## src/hdl/prng_pkg.sv

```systemverilog
package prng_pkg;

	// Key and hash width
	localparam int KEY_BITS = 256;
	// One output word and one stream word into the HMAC
	localparam int WORD_BITS = 32;
	localparam int COUNT_BITS = 128;
	// Counter goes into the hash as four words, lowest first
	localparam int COUNT_WORDS = 4;
	// Words served from one hash
	localparam int BLOCK_WORDS = 8;
	// Rekey once every 1024 blocks
	localparam int REKEY_LOG2 = 10;

	// SHA-256 round constants
	localparam logic [31:0] SHA_K [64] = '{
		32'h428a2f98, 32'h71374491, 32'hb5c0fbcf, 32'he9b5dba5,
		32'h3956c25b, 32'h59f111f1, 32'h923f82a4, 32'hab1c5ed5,
		32'hd807aa98, 32'h12835b01, 32'h243185be, 32'h550c7dc3,
		32'h72be5d74, 32'h80deb1fe, 32'h9bdc06a7, 32'hc19bf174,
		32'he49b69c1, 32'hefbe4786, 32'h0fc19dc6, 32'h240ca1cc,
		32'h2de92c6f, 32'h4a7484aa, 32'h5cb0a9dc, 32'h76f988da,
		32'h983e5152, 32'ha831c66d, 32'hb00327c8, 32'hbf597fc7,
		32'hc6e00bf3, 32'hd5a79147, 32'h06ca6351, 32'h14292967,
		32'h27b70a85, 32'h2e1b2138, 32'h4d2c6dfc, 32'h53380d13,
		32'h650a7354, 32'h766a0abb, 32'h81c2c92e, 32'h92722c85,
		32'ha2bfe8a1, 32'ha81a664b, 32'hc24b8b70, 32'hc76c51a3,
		32'hd192e819, 32'hd6990624, 32'hf40e3585, 32'h106aa070,
		32'h19a4c116, 32'h1e376c08, 32'h2748774c, 32'h34b0bcb5,
		32'h391c0cb3, 32'h4ed8aa4a, 32'h5b9cca4f, 32'h682e6ff3,
		32'h748f82ee, 32'h78a5636f, 32'h84c87814, 32'h8cc70208,
		32'h90befffa, 32'ha4506ceb, 32'hbef9a3f7, 32'hc67178f2
	};

	// Initial hash value, word H0 in the top bits
	localparam logic [KEY_BITS-1:0] SHA_H0 = {
		32'h6a09e667, 32'hbb67ae85, 32'h3c6ef372, 32'ha54ff53a,
		32'h510e527f, 32'h9b05688c, 32'h1f83d9ab, 32'h5be0cd19
	};

	// Block generator states
	typedef enum logic [3:0] {
		IDLE           = 4'h0,
		INIT           = 4'h1,
		INPUT          = 4'h2,
		FINALIZE       = 4'h3,
		WAIT           = 4'h4,
		REKEY_INIT     = 4'h5,
		REKEY_INPUT    = 4'h6,
		REKEY_FINALIZE = 4'h7,
		REKEY_WAIT     = 4'h8
	} gen_state_t;

endpackage

```

## src/hdl/sha256_compress.sv

```systemverilog
`timescale 1ns/10ps

module sha256_compress import prng_pkg::*; (
	input  logic                  clk,
	input  logic                  rst_n,
	input  logic                  start,
	input  logic [KEY_BITS-1:0]   chain_in,
	input  logic [2*KEY_BITS-1:0] block_in,
	output logic                  done,
	output logic [KEY_BITS-1:0]   digest
);

	function automatic logic [31:0] rotr(input logic [31:0] x, input int n);
		return (x >> n) | (x << (32 - n));
	endfunction

	function automatic logic [31:0] big_sigma0(input logic [31:0] x);
		return rotr(x, 2) ^ rotr(x, 13) ^ rotr(x, 22);
	endfunction

	function automatic logic [31:0] big_sigma1(input logic [31:0] x);
		return rotr(x, 6) ^ rotr(x, 11) ^ rotr(x, 25);
	endfunction

	function automatic logic [31:0] small_sigma0(input logic [31:0] x);
		return rotr(x, 7) ^ rotr(x, 18) ^ (x >> 3);
	endfunction

	function automatic logic [31:0] small_sigma1(input logic [31:0] x);
		return rotr(x, 17) ^ rotr(x, 19) ^ (x >> 10);
	endfunction

	logic                 busy;
	// Bit 6 set means all 64 rounds are done
	logic [6:0]           round;
	logic [KEY_BITS-1:0]  chain;
	// Working variables a..h
	logic [WORD_BITS-1:0] v [8];
	// Message schedule window, w[0] is the word of this round
	logic [WORD_BITS-1:0] w [16];
	logic [WORD_BITS-1:0] t1;
	logic [WORD_BITS-1:0] t2;
	logic [WORD_BITS-1:0] w_next;

	// One round worth of logic
	always_comb begin
		t1 = v[7] + big_sigma1(v[4]) + ((v[4] & v[5]) ^ (~v[4] & v[6]))
			+ SHA_K[round[5:0]] + w[0];
		t2 = big_sigma0(v[0]) + ((v[0] & v[1]) ^ (v[0] & v[2]) ^ (v[1] & v[2]));
		// Schedule word sixteen ahead of the current one
		w_next = small_sigma1(w[14]) + w[9] + small_sigma0(w[1]) + w[0];
	end

	always_ff @(posedge clk or negedge rst_n) begin
		if (!rst_n) begin
			busy  <= 1'b0;
			round <= '0;
			done  <= 1'b0;
		end else begin
			done <= 1'b0;
			if (start) begin
				busy  <= 1'b1;
				round <= '0;
			end else if (busy) begin
				// Extra cycle after round 63 for the final add
				if (round[6]) begin
					busy <= 1'b0;
					done <= 1'b1;
				end else begin
					round <= round + 1'b1;
				end
			end
		end
	end

	always_ff @(posedge clk) begin
		if (start) begin
			chain <= chain_in;
			// Word 0 of the block sits in the top bits
			for (int i = 0; i < 16; i++)
				w[i] <= block_in[2*KEY_BITS-1-WORD_BITS*i -: WORD_BITS];
			for (int i = 0; i < 8; i++)
				v[i] <= chain_in[KEY_BITS-1-WORD_BITS*i -: WORD_BITS];
		end else if (busy && !round[6]) begin
			v[0] <= t1 + t2;
			v[1] <= v[0];
			v[2] <= v[1];
			v[3] <= v[2];
			v[4] <= v[3] + t1;
			v[5] <= v[4];
			v[6] <= v[5];
			v[7] <= v[6];
			// Slide the window along
			for (int i = 0; i < 15; i++)
				w[i] <= w[i+1];
			w[15] <= w_next;
		end else if (busy) begin
			// Feed forward of the chaining value
			for (int i = 0; i < 8; i++)
				digest[KEY_BITS-1-WORD_BITS*i -: WORD_BITS] <=
					chain[KEY_BITS-1-WORD_BITS*i -: WORD_BITS] + v[i];
		end
	end

	// Caller must wait for done before the next block
	assert property (@(posedge clk) disable iff (!rst_n) start |-> !busy);

endmodule

```

## src/hdl/hmac_sha256.sv

```systemverilog
`timescale 1ns/10ps

module hmac_sha256 import prng_pkg::*; (
	input  logic                 clk,
	input  logic                 rst_n,
	input  logic                 key_update,
	input  logic [KEY_BITS-1:0]  key,
	input  logic                 start,
	input  logic                 update,
	input  logic [WORD_BITS-1:0] data_in,
	input  logic                 finalize,
	output logic                 ready,
	output logic                 hash_valid,
	output logic [KEY_BITS-1:0]  hash
);

	// Which compression is in flight
	typedef enum logic [2:0] {
		H_IDLE, H_IKEY, H_COLLECT, H_MSG, H_OKEY, H_OUTER
	} hmac_phase_t;

	hmac_phase_t           phase;
	logic [KEY_BITS-1:0]   key_reg;
	logic [KEY_BITS-1:0]   inner;
	logic [WORD_BITS-1:0]  msg [16];
	logic [3:0]            n_words;
	logic [2*KEY_BITS-1:0] msg_block;
	logic                  c_start;
	logic                  c_done;
	logic [KEY_BITS-1:0]   c_chain;
	logic [2*KEY_BITS-1:0] c_block;
	logic [KEY_BITS-1:0]   c_digest;

	sha256_compress compress_inst (
		.clk      (clk),
		.rst_n    (rst_n),
		.start    (c_start),
		.chain_in (c_chain),
		.block_in (c_block),
		.done     (c_done),
		.digest   (c_digest)
	);

	// Message words, then 0x80 marker, then bit length
	// Length counts the 64-byte key block ahead of the message
	always_comb begin
		for (int i = 0; i < 16; i++) begin
			if (i < n_words)
				msg_block[2*KEY_BITS-1-WORD_BITS*i -: WORD_BITS] = msg[i];
			else if (i == n_words)
				msg_block[2*KEY_BITS-1-WORD_BITS*i -: WORD_BITS] = 32'h8000_0000;
			else
				msg_block[2*KEY_BITS-1-WORD_BITS*i -: WORD_BITS] = '0;
		end
		msg_block[WORD_BITS-1:0] = 32'd512 + {n_words, 5'b0};
	end

	// Pick what the compressor works on next
	always_comb begin
		c_start = 1'b1;
		c_chain = SHA_H0;
		c_block = {key_reg, {KEY_BITS{1'b0}}} ^ {(KEY_BITS/4){8'h36}};
		if (start) begin
			c_start = 1'b1;
		end else if (finalize) begin
			// Digest still holds the ipad state here
			c_chain = c_digest;
			c_block = msg_block;
		end else if (c_done && phase == H_MSG) begin
			c_block = {key_reg, {KEY_BITS{1'b0}}} ^ {(KEY_BITS/4){8'h5c}};
		end else if (c_done && phase == H_OKEY) begin
			// Inner digest, pad, 768-bit length
			c_chain = c_digest;
			c_block = {inner, 32'h8000_0000, 192'b0, 32'd768};
		end else begin
			c_start = 1'b0;
		end
	end

	always_ff @(posedge clk or negedge rst_n) begin
		if (!rst_n) begin
			phase   <= H_IDLE;
			n_words <= '0;
		end else begin
			if (start) begin
				phase   <= H_IKEY;
				n_words <= '0;
			end else if (update) begin
				n_words <= n_words + 1'b1;
			end
			if (finalize)
				phase <= H_MSG;
			if (c_done) begin
				case (phase)
					H_IKEY:  phase <= H_COLLECT;
					H_MSG:   phase <= H_OKEY;
					H_OKEY:  phase <= H_OUTER;
					H_OUTER: phase <= H_IDLE;
					default: phase <= phase;
				endcase
			end
		end
	end

	always_ff @(posedge clk) begin
		if (key_update)
			key_reg <= key;
		if (update)
			msg[n_words] <= data_in;
		if (c_done && phase == H_MSG)
			inner <= c_digest;
	end

	assign ready      = c_done && phase == H_IKEY;
	assign hash_valid = c_done && phase == H_OUTER;
	// Held until the next block is done
	assign hash       = c_digest;

	// Message has to fit a single padded block
	assert property (@(posedge clk) disable iff (!rst_n) update |-> n_words < 13);
	assert property (@(posedge clk) disable iff (!rst_n) finalize |-> phase == H_COLLECT);

endmodule

```

## src/hdl/block_counter.sv

```systemverilog
`timescale 1ns/10ps

module block_counter import prng_pkg::*; (
	input  logic                           clk,
	input  logic                           rst_n,
	input  logic                           inc,
	input  logic [$clog2(COUNT_WORDS)-1:0] word_sel,
	output logic [WORD_BITS-1:0]           word,
	output logic                           rekey_due
);

	// Generation counter, zero until the first key load
	logic [COUNT_BITS-1:0] count;

	// Bumped by key loads and by every finished hash
	always_ff @(posedge clk or negedge rst_n) begin
		if (!rst_n)
			count <= '0;
		else if (inc)
			count <= count + 1'b1;
	end

	// Word 0 is the lowest 32 bits
	assign word = count[word_sel * WORD_BITS +: WORD_BITS];

	// Low bits all zero marks a rekey point
	assign rekey_due = (count[REKEY_LOG2-1:0] == '0);

endmodule

```

## src/hdl/prng_gen_fsm.sv

```systemverilog
`timescale 1ns/10ps

module prng_gen_fsm import prng_pkg::*; (
	input  logic                           clk,
	input  logic                           rst_n,
	input  logic                           key_update,
	input  logic                           blk_req,
	input  logic                           hmac_ready,
	input  logic                           hash_valid,
	input  logic                           rekey_due,
	output logic                           gen_ready,
	output logic                           hmac_start,
	output logic                           hmac_update,
	output logic                           hmac_finalize,
	output logic [$clog2(COUNT_WORDS)-1:0] word_sel,
	output logic                           cnt_inc,
	output logic                           blk_load,
	output logic                           gen_rekey_en
);

	gen_state_t                     state;
	logic                           pending;
	logic [$clog2(COUNT_WORDS)-1:0] feed_cnt;

	always_ff @(posedge clk or negedge rst_n) begin
		if (!rst_n) begin
			state         <= IDLE;
			pending       <= 1'b0;
			feed_cnt      <= '0;
			gen_ready     <= 1'b0;
			hmac_start    <= 1'b0;
			hmac_update   <= 1'b0;
			hmac_finalize <= 1'b0;
			word_sel      <= '0;
			cnt_inc       <= 1'b0;
			blk_load      <= 1'b0;
			gen_rekey_en  <= 1'b0;
		end else begin
			hmac_start    <= 1'b0;
			hmac_update   <= 1'b0;
			hmac_finalize <= 1'b0;
			cnt_inc       <= 1'b0;
			blk_load      <= 1'b0;
			gen_rekey_en  <= 1'b0;

			// Nothing to hash until a key is in
			if (key_update)
				gen_ready <= 1'b1;
			if (blk_req)
				pending <= 1'b1;

			case (state)
				IDLE: begin
					if ((blk_req || pending) && gen_ready) begin
						pending    <= 1'b0;
						hmac_start <= 1'b1;
						feed_cnt   <= '0;
						state      <= INIT;
					end
				end
				// Key ipad block in progress
				INIT, REKEY_INIT: begin
					if (hmac_ready)
						state <= (state == INIT) ? INPUT : REKEY_INPUT;
				end
				// Stream counter words, word_sel lines up with each update
				INPUT, REKEY_INPUT: begin
					hmac_update <= 1'b1;
					word_sel    <= feed_cnt;
					feed_cnt    <= feed_cnt + 1'b1;
					if (feed_cnt == COUNT_WORDS - 1)
						state <= (state == INPUT) ? FINALIZE : REKEY_FINALIZE;
				end
				FINALIZE, REKEY_FINALIZE: begin
					hmac_finalize <= 1'b1;
					state         <= (state == FINALIZE) ? WAIT : REKEY_WAIT;
				end
				WAIT: begin
					if (hash_valid) begin
						cnt_inc <= 1'b1;
						// Rekey point, this hash never leaves the block
						if (rekey_due) begin
							hmac_start <= 1'b1;
							feed_cnt   <= '0;
							state      <= REKEY_INIT;
						end else begin
							blk_load <= 1'b1;
							state    <= IDLE;
						end
					end
				end
				REKEY_WAIT: begin
					if (hash_valid) begin
						cnt_inc      <= 1'b1;
						gen_rekey_en <= 1'b1;
						// Go on to the output block the reader waits for
						hmac_start   <= 1'b1;
						feed_cnt     <= '0;
						state        <= INIT;
					end
				end
				default: state <= IDLE;
			endcase
		end
	end

	// Buffer asks again only once its last block was loaded
	assert property (@(posedge clk) disable iff (!rst_n) blk_req |-> !pending);
	// Engine only finishes while a hash is awaited
	assert property (@(posedge clk) disable iff (!rst_n)
		hash_valid |-> (state == WAIT || state == REKEY_WAIT));

endmodule

```

## src/hdl/output_word_buffer.sv

```systemverilog
`timescale 1ns/10ps

module output_word_buffer import prng_pkg::*; (
	input  logic                 clk,
	input  logic                 rst_n,
	input  logic                 gen_en,
	input  logic                 blk_load,
	input  logic [KEY_BITS-1:0]  hash,
	output logic                 blk_req,
	output logic                 rng_valid,
	output logic [WORD_BITS-1:0] rng_out
);

	logic [KEY_BITS-1:0] words;
	// Words left, 0 to 8
	logic [3:0]          held;
	logic                read_pending;

	always_ff @(posedge clk or negedge rst_n) begin
		if (!rst_n) begin
			held         <= '0;
			read_pending <= 1'b0;
			blk_req      <= 1'b0;
			rng_valid    <= 1'b0;
		end else begin
			blk_req   <= 1'b0;
			rng_valid <= 1'b0;
			if (gen_en || read_pending) begin
				if (held != 0) begin
					rng_valid    <= 1'b1;
					held         <= held - 1'b1;
					read_pending <= 1'b0;
				end else if (!read_pending) begin
					// Empty, ask for one block and hold the read
					blk_req      <= 1'b1;
					read_pending <= 1'b1;
				end
			end
			if (blk_load)
				held <= 4'(BLOCK_WORDS);
		end
	end

	always_ff @(posedge clk) begin
		if (blk_load)
			words <= hash;
		// Highest remaining word goes out first
		if ((gen_en || read_pending) && held != 0)
			rng_out <= words[(held - 1'b1) * WORD_BITS +: WORD_BITS];
	end

	// A new block only lands in an empty buffer
	assert property (@(posedge clk) disable iff (!rst_n) blk_load |-> held == 0);

endmodule

```

## src/hdl/output_prng.sv

```systemverilog
`timescale 1ns/10ps

module output_prng import prng_pkg::*; (
	input  logic                 clk,
	input  logic                 rst_n,
	input  logic                 rng_key_update,
	input  logic [KEY_BITS-1:0]  rng_key,
	input  logic                 gen_en,
	output logic                 gen_ready,
	output logic                 rng_valid,
	output logic [WORD_BITS-1:0] rng_out,
	output logic                 gen_rekey_en,
	output logic [KEY_BITS-1:0]  gen_rekey_value
);

	logic                           blk_req;
	logic                           blk_load;
	logic                           hmac_start;
	logic                           hmac_ready;
	logic                           hmac_update;
	logic                           hmac_finalize;
	logic                           hash_valid;
	logic [KEY_BITS-1:0]            hash;
	logic [$clog2(COUNT_WORDS)-1:0] word_sel;
	logic [WORD_BITS-1:0]           ctr_word;
	logic                           rekey_due;
	logic                           cnt_inc;

	// Key loads count as a step of the counter too
	block_counter block_counter_inst (
		.clk       (clk),
		.rst_n     (rst_n),
		.inc       (rng_key_update | cnt_inc),
		.word_sel  (word_sel),
		.word      (ctr_word),
		.rekey_due (rekey_due)
	);

	prng_gen_fsm prng_gen_fsm_inst (
		.clk           (clk),
		.rst_n         (rst_n),
		.key_update    (rng_key_update),
		.blk_req       (blk_req),
		.hmac_ready    (hmac_ready),
		.hash_valid    (hash_valid),
		.rekey_due     (rekey_due),
		.gen_ready     (gen_ready),
		.hmac_start    (hmac_start),
		.hmac_update   (hmac_update),
		.hmac_finalize (hmac_finalize),
		.word_sel      (word_sel),
		.cnt_inc       (cnt_inc),
		.blk_load      (blk_load),
		.gen_rekey_en  (gen_rekey_en)
	);

	hmac_sha256 hmac_sha256_inst (
		.clk        (clk),
		.rst_n      (rst_n),
		.key_update (rng_key_update),
		.key        (rng_key),
		.start      (hmac_start),
		.update     (hmac_update),
		.data_in    (ctr_word),
		.finalize   (hmac_finalize),
		.ready      (hmac_ready),
		.hash_valid (hash_valid),
		.hash       (hash)
	);

	output_word_buffer output_word_buffer_inst (
		.clk       (clk),
		.rst_n     (rst_n),
		.gen_en    (gen_en),
		.blk_load  (blk_load),
		.hash      (hash),
		.blk_req   (blk_req),
		.rng_valid (rng_valid),
		.rng_out   (rng_out)
	);

	// Rekey value is valid while gen_rekey_en is high
	assign gen_rekey_value = hash;

endmodule

```

## config.mk

```make
export PLATFORM = sky130hd
export DESIGN_NAME = output_prng
export DESIGN_NICKNAME = d
export VERILOG_FILES = /design/src/hdl/prng_pkg.sv /design/src/hdl/sha256_compress.sv /design/src/hdl/hmac_sha256.sv /design/src/hdl/block_counter.sv /design/src/hdl/prng_gen_fsm.sv /design/src/hdl/output_word_buffer.sv /design/src/hdl/output_prng.sv
export SDC_FILE = /design/constraint.sdc
export NUM_CORES = 2
export LEC_CHECK = 0
export ABC_AREA = 1
export BUFFER_PORTS_ARGS = -buffer_cell sky130_fd_sc_hd__buf_2
export CELL_PAD_IN_SITES_DETAIL_PLACEMENT = 1
export CELL_PAD_IN_SITES_GLOBAL_PLACEMENT = 1
export CORE_ASPECT_RATIO = 2
export CORE_MARGIN = 8
export CORE_UTILIZATION = 54
export DETAILED_ROUTE_END_ITERATION = 8
export PLACE_DENSITY_LB_ADDON = 0.1
export SYNTH_ARGS = -nofsm -noshare
export SYNTH_HDL_FRONTEND = slang
export SYNTH_SLANG_ARGS = --single-unit
```

## constraint.sdc

```tcl
create_clock -name clk -period 148.1 [get_ports clk]
set_input_delay 14.81 -clock clk [delete_from_list [all_inputs] [get_ports clk]]
set_output_delay 14.81 -clock clk [all_outputs]
set_load 0.03 [all_outputs]
```

==> flow_summary.yaml, run 1 <==
run_status:
  status: "stopped before the end"
  lastStage: "global routing"
  firstError: "[ERROR GRT-0232] Routing congestion too high. Check the congestion heatmap in the GUI."
grt:
  grt_max_degree: 154
  grt_remaining_overflow: 50
  grt_usage_pct: 64.1
  antenna_found_initial: 164
synthesis:
  synthCells: 13200
  synth_top_area_share_pct: 55.6
  ys_types: 71
  synth_flop_cell: "edfxtp_1"
  synth_edf_count: 2560
  ys_ff_latch: 2727
  synth.most_common_cell: "edfxtp_1"
  synth-async-reset-ratio_pct: 6.12
  netlist_area_mm2: 0.138
  synth_top_area_cell: "edfxtp_1"
  syn-num-nets: 14100
  netlist_top_cells_count: "edfxtp_1, nand2_1, inv_1"
  avgSynthCellArea_um2: 10.5
  yosysSeqAreaShare_pct: 58.7
  synth.yosys.warnings: 0
  synthTopCellsByArea: "edfxtp_1, nand2_1, inv_1, o21ai_0, ha_1"
floorplan:
  io_pins: 551
  start_util_pct: 54.3
  fp.dieH_um: 731
  num_rows: 262
  fp.dieW_um: 374
clock_tree:
  cts_buffer_depth: 4
  cts_resized: 0
  clock-sinks: 2727
  cts-root-buf: "clkbuf_16"
  holdBufCountCts: 0
  htreeDepth: 4
  cts_buffers: 239
  post_cts_buffers: 0
place:
  placed_area_mm2: 0.145
  gp_congestion: 1.13
  pre_cts_ws_ps: 130530
  io_buffers: 550
  hpwl_mm: 575
[logic make-up after synthesis]
family	count (synthesis)	synth area share (%)
AND/OR/NAND/NOR	4451	13.3
adder cells (fa/ha/maj)	595	6.45
AO/OA/AOI/OAI	2774	11.9
buffers and inverters	2012	5.63
flip-flops	2727	58.7
XOR/XNOR	637	4.04
multiplexers	4	0.0299
[per-stage QoR]
stage,hold WS (ps),instances
floorplan,410,13200
global placement,426,16700
detailed placement,460,16700
CTS,467,17100
[metal layers]
metal	GRT usage, %	GRT overflow
met1	59.2	0
met2	87.6	29
met3	41.9	0
met4	72.0	21
met5	15.6	0
==> run 2: changes to the inputs <==
- CELL_PAD_IN_SITES_DETAIL_PLACEMENT: 1 -> unset
- CELL_PAD_IN_SITES_GLOBAL_PLACEMENT: 1 -> unset
- CORE_ASPECT_RATIO: 2 -> unset
- CORE_UTILIZATION: 54 -> 40
- PLACE_DENSITY_LB_ADDON: 0.1 -> 0.15
==> flow_summary.yaml, run 2 <==
timing:
  rsz0062_at_grt: "no"
  hold_violations: 0
  tns_ps: 0
  worst_pin_slew_ps: 1510
  fin_skew_ps: 70.4
  max_freq_mhz: 59.7
  fin_crit_ps: 16760
  period_share_pct: 11.3
  setup_viol: 0
  final_max_slew_viol_count: 21
  relSlewSlack_pct: -0.840
route:
  drc: 0
  via_count: 110000
  drtAntennaViolNets: 0
  post_drt_via_cell_ratio: 5.91
  drtPass1Iterations: 7
  drt-total-wl_mm: 681
  wl_per_cell_um: 36.6
  drt_iter0_markers: 16700
critical_path:
  crit_buf_inv: 1
  crit_type: "flop to output pin"
  cp_cell_sequence: "buf_2"
  r2r_setup_slack_ps: 137220
  cp.arrival_ps: 1950
  cp-end-kind: "output pin"
  cpLargestDelayFamily: "flip-flops"
  critPathLaunchType: "flop"
  critPathMaxStageDelay_ps: 690
  slowest_stage: "edfxtp_1"
  cp_max_fo: 4
  cp_data_required_time_ps: 133290
synthesis:
  synth.yosys.warnings: 0
  synth-async-reset-ratio_pct: 6.12
  synthCells: 13200
  netlist_top_cells_count: "edfxtp_1, nand2_1, inv_1"
  avgSynthCellArea_um2: 10.5
  synth_flop_cell: "edfxtp_1"
  ys_ff_latch: 2727
  synth_top_area_share_pct: 55.6
  syn-num-nets: 14100
  synth_edf_count: 2560
  synth_top_area_cell: "edfxtp_1"
  yosysSeqAreaShare_pct: 58.7
  synthTopCellsByArea: "edfxtp_1, nand2_1, inv_1, o21ai_0, ha_1"
  synth.most_common_cell: "edfxtp_1"
  netlist_area_mm2: 0.138
  ys_types: 71
clock_tree:
  cts-root-buf: "clkbuf_16"
  cts_buffers: 315
  holdBufCountCts: 0
  cts_buffer_depth: 4
  clock-sinks: 2727
  cts_resized: 0
  worstSkewPairLatency_ps: 980
  path_clk_slew_ps: 60
  htreeDepth: 5
  post_cts_buffers: 0
  cts_tree: "yes"
final_layout:
  layout_common_cells: "edfxtp_1, nand2_1, inv_1"
  layout-drive-gt1-share_pct: 10.5
  reg_top3: "hmac_sha256_inst.compress_inst.w: 512 flops, hmac_sha256_inst.msg: 480 flops"
  final_common_cell: "edfxtp_1"
  layout.nets: 14600
  max_flop_register: "hmac_sha256_inst.compress_inst.w"
  largest_register_ffs: 512
  layout-area-overhead-vs-synth_pct: 13.6
grt:
  grt_usage_pct: 36.1
  antenna_found_initial: 69
  grt_remaining_overflow: 0
  first_global_vias: 103000
  grt_first_pass_wirelength_mm: 904
  grt_max_degree: 173
run_status:
  failed_checks: "max-capacitance violations, max-slew violations"
  status: "finished, violations left"
place:
  hpwl_mm: 521
  io_buffers: 550
  gp_congestion: 1.05
floorplan:
  start_util_pct: 40.2
  fp.dieH_um: 604
  num_rows: 215
  core_area_mm2: 0.343
  io_pins: 551
  die_area_mm2: 0.364
  fp.dieW_um: 604
job:
  max_cap_violations: 1
min_path:
  hold_class: "flop to flop"
## run 2: cell counts after synthesis
No cell type changed its count.
## run 2: layout make-up
class	count	area, um2
diodes	78	195
clock buffers	382	8310
clock inverters	188	1900
fillers	32900	186000
inverters	1485	5630
multi-input cells	8461	49700
flip-flops and latches	2727	81100
well taps	4557	5700
repair buffers	746	4390
## run 2: per-layer routing
metal  vias up  GRT usage [%]  wire [um]
met4        18           26.3      62000
met1     55100           47.5     263000
met5         -              0        107
met3      1206           7.52      68800
li1      47000              -          -
met2      6699           52.9     287000
## run 2: worst paths after layout
check,start,cells after the start,end
setup / recovery,hmac_sha256_inst.compress_inst.digest[193],1,gen_rekey_value[193]
hold / removal,hmac_sha256_inst.compress_inst.digest[96],0,output_word_buffer_inst.words[96]
setup reg to reg,hmac_sha256_inst.compress_inst.round[0],34,hmac_sha256_inst.compress_inst.v[0][18]
hold reg to reg,hmac_sha256_inst.compress_inst.digest[96],0,output_word_buffer_inst.words[96]
max in group asynchronous,rst_n,3,output_word_buffer_inst.held[0]
min in group asynchronous,rst_n,1,block_counter_inst.count[89]
## run 2: stage by stage
stage | worst slack (ps) | hold WS (ps) | util [%] | cells | cell area, um2
CTS | 131320 | 451 | 45.7 | 18500 | 157000
global route | 131300 | 475 | 45.7 | 18600 | 157000
finish | 131340 | 448 | 45.7 | 18600 | 157000
global placement | 130760 | 422 | 42.7 | 18000 | 147000
detailed placement | 130730 | 439 | 42.7 | 18000 | 147000
floorplan | 96430 | 410 | - | 13200 | 138000
## run 2: kinds of logic (layout without fill, tap and decap cells)
kind of cell / after synthesis / after routing / synth area share, %
AOI/OAI and AO/OA: 2774 / 2774 / 11.9
xor gates and xnor gates: 637 / 637 / 4.04
adders and majority gates: 595 / 595 / 6.45
buffers and inverters: 2012 / 2801 / 5.63
DFF: 2727 / 2727 / 58.7
muxes: 4 / 4 / 0.0299
other: 0 / 78 / 0
and+or+nand+nor: 4451 / 4451 / 13.3
Power of run 2 is left out: the tool's default activity adds up to more than one toggle a clock period on the data nets, which glitch-free logic cannot reach.
